--- config.mk ---
export PLATFORM = sky130hd
export DESIGN_NAME = alu
export DESIGN_NICKNAME = d
export VERILOG_FILES = /design/src/hw/wasm_isa_pkg.sv /design/src/hw/alu.sv
export VERILOG_INCLUDE_DIRS = /design/src /design/src/hw
export SDC_FILE = /design/constraint.sdc
export NUM_CORES = 2
export LEC_CHECK = 0
export BUFFER_PORTS_ARGS = -buffer_cell sky130_fd_sc_hd__buf_2
export CORE_MARGIN = 4
export CORE_UTILIZATION = 45
export DETAILED_ROUTE_END_ITERATION = 8
export SETUP_SLACK_MARGIN = 0.3
export SYNTH_ARGS = -nofsm -noshare
export SYNTH_HDL_FRONTEND = slang
export SYNTH_SLANG_ARGS = --single-unit
--- constraint.sdc ---
create_clock -name vclk -period 16
set_input_delay 3.2 -clock vclk [all_inputs]
set_output_delay 3.2 -clock vclk [all_outputs]
set_load 0.05 [all_outputs]
--- src/hw/wasm_defs.svh ---
`ifndef WASM_DEFS_SVH
`define WASM_DEFS_SVH

// data path word
`define WASM_WORD_W 32

// instruction memory, 256 words
`define WASM_IMEM_AW 8

// operand stack
`define WASM_ST_DEPTH 64
`define WASM_ST_AW 6

// line memory word address, 1024 words
`define WASM_LMEM_AW 10

`endif

--- src/hw/wasm_isa_pkg.sv ---
`include "wasm_defs.svh"

package wasm_isa_pkg;

    typedef logic [7:0] opcode_t;

    localparam opcode_t OP_END       = 8'h0b;
    localparam opcode_t OP_DROP      = 8'h1a;
    localparam opcode_t OP_I32_LOAD  = 8'h28;
    localparam opcode_t OP_I32_STORE = 8'h36;
    localparam opcode_t OP_I32_CONST = 8'h41;
    localparam opcode_t OP_I32_EQZ   = 8'h45;
    localparam opcode_t OP_I32_EQ    = 8'h46;
    localparam opcode_t OP_I32_LT_U  = 8'h49;
    localparam opcode_t OP_I32_ADD   = 8'h6a;
    localparam opcode_t OP_I32_SUB   = 8'h6b;
    localparam opcode_t OP_I32_MUL   = 8'h6c;
    localparam opcode_t OP_I32_AND   = 8'h71;
    localparam opcode_t OP_I32_OR    = 8'h72;
    localparam opcode_t OP_I32_XOR   = 8'h73;
    localparam opcode_t OP_I32_SHL   = 8'h74;
    localparam opcode_t OP_I32_SHR_U = 8'h76;

    // align is carried but not used
    typedef struct packed {
        logic [7:0]  align;
        logic [23:0] offset;
    } memarg_t;

    typedef struct packed {
        logic [`WASM_WORD_W-1:0] imm;
        opcode_t                 opcode;
    } const_fmt_t;

    typedef struct packed {
        memarg_t memarg;
        opcode_t opcode;
    } mem_fmt_t;

    // same 40 bits, read as const or as load/store
    typedef union packed {
        const_fmt_t c;
        mem_fmt_t   m;
    } instr_word_t;

    typedef enum logic [3:0] {
        ALU_ADD,
        ALU_SUB,
        ALU_MUL,
        ALU_AND,
        ALU_OR,
        ALU_XOR,
        ALU_SHL,
        ALU_SHR_U,
        ALU_EQZ,
        ALU_EQ,
        ALU_LT_U,
        ALU_LD_ADDR,
        ALU_ST_ADDR
    } alu_op_t;

endpackage

--- src/hw/alu.sv ---
`include "wasm_defs.svh"

module alu (
    input  wasm_isa_pkg::alu_op_t   i_op,
    input  logic [`WASM_WORD_W-1:0] i_top,
    input  logic [`WASM_WORD_W-1:0] i_second,
    input  logic [`WASM_WORD_W-1:0] i_const,
    output logic [`WASM_WORD_W-1:0] o_result
);
    import wasm_isa_pkg::*;

    // binary ops take second as the left operand
    always_comb begin
        case (i_op)
            ALU_ADD:     o_result = i_second + i_top;
            ALU_SUB:     o_result = i_second - i_top;
            ALU_MUL:     o_result = i_second * i_top;
            ALU_AND:     o_result = i_second & i_top;
            ALU_OR:      o_result = i_second | i_top;
            ALU_XOR:     o_result = i_second ^ i_top;
            ALU_SHL:     o_result = i_second << i_top[4:0];
            ALU_SHR_U:   o_result = i_second >> i_top[4:0];
            ALU_EQZ:     o_result = `WASM_WORD_W'(i_top == '0);
            ALU_EQ:      o_result = `WASM_WORD_W'(i_second == i_top);
            ALU_LT_U:    o_result = `WASM_WORD_W'(i_second < i_top);
            // byte addresses for the line memory
            ALU_LD_ADDR: o_result = i_top + i_const;
            ALU_ST_ADDR: o_result = i_second + i_const;
            default:     o_result = '0;
        endcase
    end

endmodule

Yosys cells after proc, flatten, opt, wreduce, memory -nomap -nowiden
Cells that the tools add are included.
- add/sub/neg operators: 4
- multiply operators: 1
- div/mod/pow operators: 0
- $lt $le $gt $ge: 1
- eq/ne operators: 13
- shift-type cells: 2
- mux-type cells: 1
- bitwise logic cells: 3
- reduce and logical (&&, ||, !) cells: 2
- operators by type and width (kind ; count):
    $pmux W32 S13 ; 1
    $add A32 B32 Y32 ; 3
    $and A32 B32 Y32 ; 1
    $eq A32 B32 Y1 ; 1
    $logic_not A32 Y1 ; 1
    $lt A32 B32 Y1 ; 1
    $mul A32 B32 Y32 ; 1
    $or A32 B32 Y32 ; 1
    $shl A32 B5 Y32 ; 1
    $shr A32 B5 Y32 ; 1
    $sub A32 B32 Y32 ; 1
    $xor A32 B32 Y32 ; 1
    $eq A4 B4 Y1 const B ; 5
    $eq A4 B3 Y1 const B ; 4
    $eq A4 B2 Y1 const B ; 2
    $eq A4 B1 Y1 const B ; 1
    $logic_not A4 Y1 ; 1
- register bits: 0
- latch bits: 0
- bits in writable memories: 0
- bits in read-only memories: 0
- input port bits: 100
- memories: 0

Longest topological paths before layout
- word-level depth: 2
- mapped depth: 29
- depth with buffers taken out: 26

Least setup slack after synthesis
No wires, ideal clock.
- kind: input to output
- start: input port i_top[2]
- end: output port o_result[31]
- arrival time: 10973 ps
- data required time: 12800 ps
- setup slack: 1827 ps
- stages: 27
- path buffers: 3
- cells stage by stage: inv_2 > buf_1 > clkbuf_1 > clkbuf_1 > nor2_1 > fa_1 > inv_1 > fa_1 > fa_1 > fa_1 > inv_1 > fa_1 > inv_1 > fa_1 > inv_1 > fa_1 > fa_1 > ha_1 > nand2_1 > o21ai_0 > a21oi_1 > o32a_1 > o21ai_0 > a21o_1 > o221ai_1 > xnor2_1 > o211ai_1
- word-level cells in the longest chain between the ends: 2
- elaborated cells on any way between the ends: 7
- those cells by class: add/sub (3); mul (1); shift (2); mux (1)
- ends and longest elaborated chain (what ; RTL line ; text):
    start, declared ; alu.sv:5 ; input logic [`WASM_WORD_W-1:0] i_top,
    $mul A32 B32 Y32 (tied with other cells) ; alu.sv:17 ; ALU_MUL: o_result = i_second * i_top;
    $pmux W32 S13 * ; alu.sv:14 ; case (i_op)
    end, declared ; alu.sv:8 ; output logic [`WASM_WORD_W-1:0] o_result
Mark *: on every way between the ends. The rest lies on a longest branch, timed or not.

Worst setup path in the final report
- start: input port i_top[4]
- end: output port o_result[31]
The elaborated chain is that of the path after synthesis.

==> metrics.md <==
| Metric | Value |
|---|---|
| Resize count post-CTS | 0 |
| Final WS setup | 1.35 ns |
| CP most frequent cell | fa_1 |
| RSZ-0062 raised after global routing | no |
| Core box area | 0.0552 mm^2 |
| Startpoint class of the critical path | input pin |
| WP data arrival | 11.45 ns |
| Die width | 244 um |
| Worst Path Max Fanout | 18 |
| Post-CTS Setup Repair Bufs | 0 |
| Max incr delay on CP | 0.91 ns |
| Nets | 4,084 |
| Crit. Startpoint | i_top[4] |
| Worst Setup End Kind | primary output |
| Detailed Routing Iterations Pass 1 | 7 |
| Synth warnings | 0 |
| Routed vias | 25,500 |
| Layout cell share with drive strength beyond 1 | 0.0806 |
| Pre-CTS setup slack | 1.54 ns |
| Final setup TNS | 0 ns |
| Seq_cells | 0 |
| DRT iter0 DRCs | 2,750 |
| Cell variety after synth | 83 |
| Critical Path RT | 12.80 ns |
| Global-route wire length before repair | 184 mm |
| Hold Path Stages | 6 |
| Wire per inst | 31.6 um |
| Hold-fix buffers, CTS | 0 |
| Status | finished, final reports clean |
| Setup violations, final | 0 |
| Final Max Slew Viols | 0 |
| CP delay by family, top | adder cells |
| Rel. slew slack | 0.0683 |
| GRT Util Overall | 0.422 |
| Syn Inst Count | 3,255 |
| Fillers | 5,609 |
| Syn avg cell area | 7.73 um^2 |
| Largest net degree at the start of global routing | 63 |
| Hold Path Class | input pin to primary output |
| Vias in the first global route | 26,300 |
| Period utilization | 0.915 |
| WP buf/inv | 8 |
| Placer Congestion | 1.12 |
| Port Buffers | 132 |
| Origin of the worst min-delay path | i_const[31] |
| FMAX | 68.3 MHz |
| Final WL | 128 mm |
| Rows | 86 |
| Area of the multi-input gates | 0.0227 mm^2 |
| Die Y | 244 um |
| Initial antenna violation count | 8 |
| Ports | 132 |
| Final routed DRC violation total | 0 |
| Starting Density | 0.456 |
| Worst setup path class | input pin to primary output |
| Netlist Area Pre-Place | 0.0252 mm^2 |
| Grt ovf | 0 |
| Clock buffers | 0 |
| Vias/cell | 6.31 |
| Core Util, Final | 0.484 |
| Seq/Total Area, Yosys | 0 |
| Post-DP HPWL | 101 mm |
| Slew of the pin with the lowest slew margin | 1.40 ns |
| Sequential cell area | 0 um^2 |
| Crit path max-delay cell type | inv_1 |
| Die ar. | 0.0598 mm^2 |
| Final hold violations | 0 |
| P&R area growth vs syn | 6.14% |
| Hold slack | 7.12 ns |
| CP Depth | 27 |
| ANT nets after route | 0 |
| Mapped Nets | 4,048 |
| Max Cap Viol | 0 |
| Tmin final | 14.65 ns |
## path summary, 6_finish.rpt
kind	slack, ns	to
setup / recovery	1.35	o_result[31]
hold / removal	7.12	o_result[31]
## final cells by class
| type | count | area share |
|---|---|---|
| timing repair buffer | 208 | 0.0462 |
| antenna | 2 | 0.000187 |
| inverter | 477 | 0.0671 |
| multi-input combinational | 2604 | 0.852 |
| tap | 748 | 0.0350 |
## metal layers
layer	vias up	part of all wire	wire [um]	track usage
met2	1663	0.42	54200	0.638
met3	451	0.11	14400	0.112
met4	4	0.087	11100	0.264
li1	10700	-	-	-
met5	-	0.00041	52	0
met1	12600	0.38	48000	0.539
## cell families after synthesis
group / share of synthesized area
AND/OR/NAND/NOR: 0.170
buffers and inverters: 0.0978
adder cells (fa/ha/maj): 0.467
XOR/XNOR: 0.0533
AO/OA/AOI/OAI: 0.166
multiplexers: 0.0452
## Yosys cell counts (16+ instances only)
cell type | count | area (um^2)
o21a_1 | 17 | 128
nor2_1 | 488 | 1830
o21bai_1 | 22 | 165
xnor2_1 | 108 | 946
fa_1 | 411 | 8230
nand3_1 | 31 | 155
a221oi_1 | 40 | 350
nand2_1 | 332 | 1250
nand2b_1 | 37 | 231
buf_1 | 31 | 116
o22ai_1 | 18 | 113
ha_1 | 282 | 3530
a21oi_1 | 135 | 676
nor2b_1 | 16 | 100
clkbuf_1 | 129 | 484
a211oi_1 | 25 | 188
inv_1 | 459 | 1720
o211ai_1 | 25 | 188
a21o_1 | 38 | 285
xor2_1 | 45 | 394
nor3_1 | 32 | 160
nor4_1 | 21 | 131
o21ai_0 | 193 | 966
mux2i_1 | 72 | 721
## cells in the final DEF (no fill, tap or decap), types with 13 or more instances in the layout
cell type,synthesis,final
o211ai_1,25,25
nand2_1,332,332
fa_1,411,411
a221oi_1,40,40
nor2b_1,16,16
nor3_1,32,27
o221ai_1,13,13
o21a_1,17,17
a31oi_1,13,13
a211o_1,13,13
a21o_1,38,38
clkinv_1,13,13
nor4_1,21,20
nand2b_1,37,37
o22ai_1,18,18
nor2_1,488,487
a21oi_1,135,135
mux2i_1,72,72
ha_1,282,282
mux4_2,13,13
a211oi_1,25,25
xnor2_1,108,108
a22oi_1,13,13
inv_1,459,458
or3_1,15,15
o21ai_0,193,193
buf_2,13,131
buf_4,0,77
xor2_1,45,45
o21bai_1,22,22
nand3_1,31,31
## through the flow
| step | instance area (um^2) | std cells |
|---|---|---|
| 6_report | 26700 | 4039 |
| 2_1_floorplan | 25200 | 3255 |
| 3_5_place_dp | 26700 | 4037 |
| 4_1_cts | 26700 | 4037 |
| 3_3_place_gp | 26700 | 4037 |
| 5_1_grt | 26700 | 4037 |
