==> config.mk <==
export PLATFORM = sky130hd
export DESIGN_NAME = ctrl_unit
export DESIGN_NICKNAME = d
export VERILOG_FILES = /design/src/hw/wasm_core_pkg.sv /design/src/hw/wasm_isa_pkg.sv /design/src/hw/ctrl_unit.sv
export VERILOG_INCLUDE_DIRS = /design/src /design/src/hw
export SDC_FILE = /design/constraint.sdc
export NUM_CORES = 1
export LEC_CHECK = 0
export CORE_AREA = 2 2 44 46
export CTS_CLUSTER_DIAMETER = 120
export CTS_CLUSTER_SIZE = 14
export DETAILED_ROUTE_END_ITERATION = 8
export DIE_AREA = 0 0 46 48
export DONT_BUFFER_PORTS = 1
export PLACE_DENSITY_LB_ADDON = 0.25
export SYNTH_ARGS = -nofsm -noshare
export SYNTH_HDL_FRONTEND = slang
export SYNTH_SLANG_ARGS = --single-unit
export TNS_END_PERCENT = 100
==> constraint.sdc <==
create_clock -name i_clk -period 2.1 [get_ports i_clk]
set_input_delay 0.105 -clock i_clk [delete_from_list [all_inputs] [get_ports i_clk]]
set_output_delay 0.105 -clock i_clk [all_outputs]
set_load 0.02 [all_outputs]
==> src/hw/wasm_defs.svh <==
`ifndef WASM_DEFS_SVH
`define WASM_DEFS_SVH

// data path word
`define WASM_WORD_W 32

// instruction memory, 256 words
`define WASM_IMEM_AW 8

// operand stack
`define WASM_ST_DEPTH 64
`define WASM_ST_AW 6

// line memory word address, 1024 words
`define WASM_LMEM_AW 10

`endif

==> src/hw/wasm_core_pkg.sv <==
package wasm_core_pkg;

    typedef enum logic [1:0] {
        INSTR_LOAD = 2'b00,
        WORKING    = 2'b01,
        FINISHED   = 2'b11
    } work_state_t;

    // sticky flags, reported as one word
    typedef struct packed {
        logic illegal_op;
        logic overflow;
        logic underflow;
    } error_t;

    typedef enum logic [1:0] {
        PUSH_ALU   = 2'd0,
        PUSH_CONST = 2'd1,
        PUSH_LOAD  = 2'd2
    } push_sel_t;

    // pop first, then push at most one word
    typedef struct packed {
        logic [1:0] pop_num;
        logic       push;
        push_sel_t  push_sel;
    } stack_ctrl_t;

endpackage

==> src/hw/wasm_isa_pkg.sv <==
`include "wasm_defs.svh"

package wasm_isa_pkg;

    typedef logic [7:0] opcode_t;

    localparam opcode_t OP_END       = 8'h0b;
    localparam opcode_t OP_DROP      = 8'h1a;
    localparam opcode_t OP_I32_LOAD  = 8'h28;
    localparam opcode_t OP_I32_STORE = 8'h36;
    localparam opcode_t OP_I32_CONST = 8'h41;
    localparam opcode_t OP_I32_EQZ   = 8'h45;
    localparam opcode_t OP_I32_EQ    = 8'h46;
    localparam opcode_t OP_I32_LT_U  = 8'h49;
    localparam opcode_t OP_I32_ADD   = 8'h6a;
    localparam opcode_t OP_I32_SUB   = 8'h6b;
    localparam opcode_t OP_I32_MUL   = 8'h6c;
    localparam opcode_t OP_I32_AND   = 8'h71;
    localparam opcode_t OP_I32_OR    = 8'h72;
    localparam opcode_t OP_I32_XOR   = 8'h73;
    localparam opcode_t OP_I32_SHL   = 8'h74;
    localparam opcode_t OP_I32_SHR_U = 8'h76;

    // align is carried but not used
    typedef struct packed {
        logic [7:0]  align;
        logic [23:0] offset;
    } memarg_t;

    typedef struct packed {
        logic [`WASM_WORD_W-1:0] imm;
        opcode_t                 opcode;
    } const_fmt_t;

    typedef struct packed {
        memarg_t memarg;
        opcode_t opcode;
    } mem_fmt_t;

    // same 40 bits, read as const or as load/store
    typedef union packed {
        const_fmt_t c;
        mem_fmt_t   m;
    } instr_word_t;

    typedef enum logic [3:0] {
        ALU_ADD,
        ALU_SUB,
        ALU_MUL,
        ALU_AND,
        ALU_OR,
        ALU_XOR,
        ALU_SHL,
        ALU_SHR_U,
        ALU_EQZ,
        ALU_EQ,
        ALU_LT_U,
        ALU_LD_ADDR,
        ALU_ST_ADDR
    } alu_op_t;

endpackage

==> src/hw/ctrl_unit.sv <==
`include "wasm_defs.svh"

module ctrl_unit (
    input  logic                       i_clk,
    input  logic                       i_rst_n,
    input  wasm_isa_pkg::instr_word_t  i_instr,
    input  logic                       i_wr_vld,
    input  logic                       i_wr_finish,
    input  logic                       i_overflow,
    input  logic                       i_underflow,
    output logic                       o_wr_en,
    output logic                       o_wr_rdy,
    output wasm_core_pkg::work_state_t o_state,
    output logic                       o_shift_vld,
    output wasm_core_pkg::stack_ctrl_t o_stack_ctrl,
    output wasm_isa_pkg::alu_op_t      o_alu_op,
    output logic [`WASM_WORD_W-1:0]    o_const,
    output logic                       o_mem_rd,
    output logic                       o_mem_wr,
    output wasm_core_pkg::error_t      o_error
);
    import wasm_isa_pkg::*;
    import wasm_core_pkg::*;

    opcode_t opcode;
    logic    working;
    logic    binary;
    logic    is_load;
    logic    is_store;
    logic    is_end;
    logic    illegal;
    logic    bubble;
    logic    illegal_ev;
    logic    err_ev;

    assign opcode  = i_instr.c.opcode;
    assign working = (o_state == WORKING);

    always_comb begin
        o_stack_ctrl = '{pop_num: 2'd0, push: 1'b0, push_sel: PUSH_ALU};
        o_alu_op     = ALU_ADD;
        binary       = 1'b0;
        is_load      = 1'b0;
        is_store     = 1'b0;
        is_end       = 1'b0;
        illegal      = 1'b0;
        case (opcode)
            OP_END:       is_end = 1'b1;
            OP_DROP:      o_stack_ctrl.pop_num = 2'd1;
            OP_I32_CONST: begin
                o_stack_ctrl.push     = 1'b1;
                o_stack_ctrl.push_sel = PUSH_CONST;
            end
            OP_I32_LOAD: begin
                o_stack_ctrl = '{pop_num: 2'd1, push: 1'b1, push_sel: PUSH_LOAD};
                o_alu_op     = ALU_LD_ADDR;
                is_load      = 1'b1;
            end
            OP_I32_STORE: begin
                o_stack_ctrl.pop_num = 2'd2;
                o_alu_op             = ALU_ST_ADDR;
                is_store             = 1'b1;
            end
            OP_I32_EQZ: begin
                o_stack_ctrl.pop_num = 2'd1;
                o_stack_ctrl.push    = 1'b1;
                o_alu_op             = ALU_EQZ;
            end
            OP_I32_EQ:    begin binary = 1'b1; o_alu_op = ALU_EQ;    end
            OP_I32_LT_U:  begin binary = 1'b1; o_alu_op = ALU_LT_U;  end
            OP_I32_ADD:   begin binary = 1'b1; o_alu_op = ALU_ADD;   end
            OP_I32_SUB:   begin binary = 1'b1; o_alu_op = ALU_SUB;   end
            OP_I32_MUL:   begin binary = 1'b1; o_alu_op = ALU_MUL;   end
            OP_I32_AND:   begin binary = 1'b1; o_alu_op = ALU_AND;   end
            OP_I32_OR:    begin binary = 1'b1; o_alu_op = ALU_OR;    end
            OP_I32_XOR:   begin binary = 1'b1; o_alu_op = ALU_XOR;   end
            OP_I32_SHL:   begin binary = 1'b1; o_alu_op = ALU_SHL;   end
            OP_I32_SHR_U: begin binary = 1'b1; o_alu_op = ALU_SHR_U; end
            default:      illegal = 1'b1;
        endcase
        if (binary) begin
            o_stack_ctrl.pop_num = 2'd2;
            o_stack_ctrl.push    = 1'b1;
        end
    end

    assign o_const = (opcode == OP_I32_CONST) ? i_instr.c.imm
                                              : `WASM_WORD_W'(i_instr.m.memarg.offset);

    // load: address cycle first, stack update on the bubble cycle
    assign o_mem_rd    = working && is_load && !bubble;
    assign o_shift_vld = working && !(is_load && !bubble);
    // a store that underflows must not reach memory
    assign o_mem_wr    = working && is_store && !i_underflow;

    assign illegal_ev = o_shift_vld && illegal;
    assign err_ev     = illegal_ev || i_overflow || i_underflow;
    assign o_wr_en    = i_wr_vld && o_wr_rdy;

    always_ff @(posedge i_clk or negedge i_rst_n) begin
        if (!i_rst_n) begin
            o_state  <= INSTR_LOAD;
            o_wr_rdy <= 1'b1;
        end else begin
            case (o_state)
                INSTR_LOAD: begin
                    if (i_wr_finish) begin
                        o_state  <= WORKING;
                        o_wr_rdy <= 1'b0;
                    end
                end
                WORKING: begin
                    if ((o_shift_vld && is_end) || err_ev) begin
                        o_state <= FINISHED;
                    end
                end
                default: o_state <= o_state;
            endcase
        end
    end

    always_ff @(posedge i_clk or negedge i_rst_n) begin
        if (!i_rst_n) begin
            bubble  <= 1'b0;
            o_error <= '0;
        end else begin
            bubble             <= o_mem_rd;
            o_error.illegal_op <= o_error.illegal_op | illegal_ev;
            o_error.overflow   <= o_error.overflow | i_overflow;
            o_error.underflow  <= o_error.underflow | i_underflow;
        end
    end

    a_rd_wr_excl: assert property (
        @(posedge i_clk) disable iff (!i_rst_n)
        !(o_mem_rd && o_mem_wr)
    ) else $error("line memory read and write in the same cycle");

endmodule

## After elaboration in Yosys (flattened, before gate mapping)

Cells that the tools add are included.

- Bits in registers: 7
- Word-level logic and storage cells: 65
- Output and inout bits: 51
- Input bits: 46

- Equal/unequal tests: 19
- Mux-type cells: 14
- Bitwise operators: 3
- Reductions and logical operators: 23

Operators with widths:

| operator | number |
|---|---|
| == test 8 x 7 -> 1 bit, second input constant | 12 |
| one-hot mux 4 bit (12 select lines) | 1 |
| two-way mux 32 bit | 1 |
| == test 8 x 6 -> 1 bit, second input constant | 2 |
| OR reduction 16 bit | 1 |
| one-hot mux 2 bit (2 select lines) | 3 |
| OR reduction 10 bit | 1 |
| logical AND 1 bit | 9 |
| == test 8 x 4 -> 1 bit, second input constant | 1 |
| == test 8 x 5 -> 1 bit, second input constant | 1 |
| two-way mux 1 bit | 6 |
| OR reduction 3 bit | 2 |
| two-way mux 2 bit | 2 |
| zero test 1 bit | 3 |
| logical OR 1 bit | 3 |
| two-way mux 3 bit | 1 |
| OR 1 bit | 3 |
| AND reduction 3 bit | 1 |
| == test 2 x 1 -> 1 bit, second input constant | 1 |
| zero test 2 bit | 1 |
| != test 2 x 1 -> 1 bit, second input constant | 1 |
| != test 2 bit, second input constant | 1 |
| AND reduction 2 bit | 1 |
| nonzero test 2 bit | 1 |

## Longest topological paths before layout

- Depth after elaboration: 11
- Gate-level depth with buffers: 5
- Gate-level depth less buffers: 4

## Worst setup path after synthesis

No wires, ideal clock.

- Kind: input -> output
- Start point: input port i_instr[5] (netlist name)
- End point: output port o_alu_op[1]
- Arrival time: 1524 ps
- Cell stages on the path: 5
- Buffers on the path: 1
- Data required time: 1995 ps
- Path slack: 471 ps
- Cell sequence: clkbuf_2 or2_1 mux2i_1 a32oi_1 o311ai_0

- Cells in the longest elaborated chain, start to end: 2
- Elaborated cells between the ends (all ways): 13
- Classes of those cells: eq/ne: 12; mux: 1

RTL lines:

| item | RTL line | text |
|---|---|---|
| start, declared | ctrl_unit.sv:6 | `input wasm_isa_pkg::instr_word_t i_instr,` |
| == test 8 x 7 -> 1 bit or == test 8 x 6 -> 1 bit (tied branches) | ctrl_unit.sv:47 | `case (opcode)` |
| one-hot mux 4 bit (12 select lines) * | ctrl_unit.sv:47 |  |
| end, declared | ctrl_unit.sv:16 | `output wasm_isa_pkg::alu_op_t o_alu_op,` |

Mark *: on every way between the ends. The rest lies on a longest branch, timed or not.

## Final worst setup path

- Start point: register o_state[0]
- End point: output port o_shift_vld

- Cells in the longest elaborated chain, start to end: 2

RTL lines:

| item | RTL line | text |
|---|---|---|
| start, declared | ctrl_unit.sv:13 | `output wasm_core_pkg::work_state_t o_state,` |
| start signal, assigned | ctrl_unit.sv:117 | `default: o_state <= o_state;` |
| == test 2 x 1 -> 1 bit | ctrl_unit.sv:37 | `assign working = (o_state == WORKING);` |
| logical AND 1 bit | ctrl_unit.sv:92 | `assign o_shift_vld = working && !(is_load && !bubble);` |
| end, declared | ctrl_unit.sv:14 | `output logic o_shift_vld,` |

No other way between the ends.

==> results.toml <==
[outcome]
run_status = "finished, final reports clean"

[yosys]
synthAdderAreaFrac_pct = 0
synth-edff-count = 0
muxShareOfSynthArea_pct = 1.032
ys.flop_type = "dfrtp_1"
netlist.top_cell.by_area = "buf_4"
yosys-top-cells-area = "buf_4 (19%), dfrtp_1 (15%), and2_1 (6.5%)"
synth.cell_area_um2 = 969.7
yosys.area_share.simple_pct = 38.71
ys_types = 42
ys_seq_area_share_pct = 18.19
syn_area_per_cell_um2 = 7.948
synth_common_cells = "buf_4 (25), and2_1 (10), nand2_1 (10), nand3_1 (7), dfrtp_1 (6)"
yosysMostFrequentCell = "buf_4"
synth_top_area_share_pct = 19.35
synth_compound_area_share_pct = 14.84
syn-num-nets = 168
synth_cells = 122
ys_warn_count = 0
synthXorXnorAreaFrac_pct = 1.806
synth-seq-cells = 7
synth_top_family_by_area = "simple AND/OR/NAND/NOR gates"
postSynth.asyncResetShare_pct = 100.0

[finish]
final_util_pct = 50.07
final_area_um2 = 845.8
fillerInstances = 166
seq_area_um2 = 176.4
area_growth_pct = -12.77
antenna_cells = 0
layout.cells.non_filler = 120
fin_nets = 150
multi_input_area_um2 = 546.8
drive_above_1_share_pct = 17.48

[power_and_ir_drop]
leakagePower_nw = 0.3511
vdd.ir_drop.worst_mv = 0.1553
power.density_nw_per_um2 = 374.0
power_uw = 316.3

[sta]
setup_viol = 0
fmax_mhz = 648.5
hold_violations = 0
tightest_slew_ns = 0.6516
finalCriticalPeriod_ns = 1.542
slew_headroom_pct = 55.95
hold_ws_ns = 0.02089
slew_viol_final = 0
fin_ws_ns = 0.5580
period_share_pct = 73.43
rsz0062_at_grt = "false"
final.setup.tns_ns = 0
finalClockSkew_ns = 0.006230

[grt]
grt.overflow.total = 0
antenna_found_initial = 0
grt_max_degree = 13
gr-usage-all-layers_pct = 18.73
grt_pass1_wl_mm = 3.036
first_global_vias = 710

[placement]
globalplace.congestion = 0.9532
dp_hpwl_mm = 1.862
port_buffers = 0
post-place-ws_ns = 0.6870
place_area_um2 = 789.5
place_inst = 113

[cts]
tritoncts = "built"
cts_buffers = 3
cts.sinks = 7
ctsResizeCount = 0
cts_setup_buffers = 0
clockBufferDepth = 2
insertion_delay_ns = 0.25
cts_hold_buf = 3
cts.htree.levels = 1
clkSlewWorstSetupHoldPaths_ns = 0.05
clockRootBuffer = "clkbuf_4"

[worst_setup_path]
crit_family = "simple AND/OR/NAND/NOR gates"
r2r-end = "bubble"
critPathLaunch = "o_state[0]"
critPathMaxStageDelay_ns = 0.53
r2r_slack_ns = 0.85
crit_cells = 2
critPathMaxFanout = 6
critPathCapture = "o_shift_vld"
worstPathRequired_ns = 2.00
worstPathArrival_ns = 1.44
worst_r2r_path_depth = 3
rr_startpoint = "o_state[0]"
cp_cell_sequence = "or2b_1, nor2_1"
critical_path_class = "reg2out"
startpoint_type = "flip-flop"
critPathSlowestCell = "dfrtp_1"
cp-end-kind = "primary output"
path_buf_inv = 0

[floorplan]
start_util_pct = 57.41
coreArea_um2 = 1689
ioPinCount = 97
die_h_um = 48
core.rowCount = 15
die_w_um = 46
dieArea_um2 = 2208

[routing]
drt-initial-drc-count = 20
antenna_left = 0
routed_wl_mm = 2.347
wl_per_cell_um = 19.56
avgViaCountPerCell = 6.558
first_pass_iters = 4
drc = 0
num_vias = 787

[hold_path]
hold_class = "in2reg"

[run]
drv_cap = 0
-- logic make-up (layout without fill, tap and decap cells) --
| kind of cell | after synthesis | in the layout |
|---|---|---|
| AO/OA/AOI/OAI | 18 | 18 |
| flip-flops | 7 | 7 |
| multiplexers | 1 | 1 |
| buffers and inverters | 34 | 15 |
| XOR/XNOR | 2 | 2 |
| AND/OR/NAND/NOR | 60 | 60 |
-- layer usage --
metal / vias to the layer above / wire length [um] / track usage (%)
met5: - / 0 / 0
met4: 0 / 40 / 8.000
met3: 6 / 262 / 5.660
met2: 61 / 1170 / 31.94
met1: 358 / 874 / 21.68
li1: 362 / - / -
-- worst reg2reg max path: stages, from the launching register on --
cell and delay (ns):
dfrtp_1 0.53, or2b_1 0.32, nor3_1 0.16, buf_4 0.18
-- power breakdown --
| group | internal (mW) | switching (mW) | total [mW] |
|---|---|---|---|
| sequential | 0.136 | 0.00325 | 0.140 |
| clock | 0.0723 | 0.0454 | 0.118 |
| combinational | 0.0292 | 0.0300 | 0.0591 |
| total | 0.238 | 0.0786 | 0.316 |
-- worst min path at each step --
stage,start,end,slack (ns),depth (start not counted)
after floorplan,i_rst_n,bubble,-0.19,0
after global placement,i_rst_n,o_error[0],-0.19,0
after detailed placement,i_rst_n,o_error[0],-0.19,0
after CTS,i_wr_finish,o_state[0],0.02,2
after global routing,i_wr_finish,o_state[0],0.03,2
final,i_wr_finish,o_state[0],0.02,2
-- cells in the final DEF (no fill, tap or decap), drive strengths merged, types with 2 or more instances in the layout --
| cell type | synthesis | layout |
|---|---|---|
| a21oi | 2 | 2 |
| a22o | 2 | 2 |
| a31o | 2 | 2 |
| a31oi | 2 | 2 |
| and2 | 10 | 10 |
| and2b | 2 | 2 |
| buf | 29 | 4 |
| clkbuf | 1 | 4 |
| dfrtp | 6 | 6 |
| dlygate4sd3 | 0 | 3 |
| inv | 4 | 4 |
| nand2 | 10 | 10 |
| nand2b | 3 | 3 |
| nand3 | 7 | 7 |
| nand4 | 2 | 2 |
| nor2 | 5 | 5 |
| nor2b | 5 | 5 |
| nor3 | 2 | 2 |
| nor3b | 3 | 3 |
| nor4b | 3 | 3 |
| o21ai | 2 | 2 |
| o311ai | 2 | 2 |
| or2 | 3 | 3 |
| xor2 | 2 | 2 |
-- area by class of cell --
class / instances / share of cell area (%)
Timing Repair Buffer: 7 / 7.101
Tap cell: 17 / 2.515
Sequential cell: 7 / 20.86
Multi-Input combinational cell: 81 / 64.64
Clock buffer: 4 / 3.107
Inverter: 4 / 1.775
-- registers in the layout, indices dropped and copies added (netlist names) --
name and count:
o_state 2, o_error 3, bubble 1, o_wr_rdy 1
No activity file was read; power rests on OpenSTA's default activity.
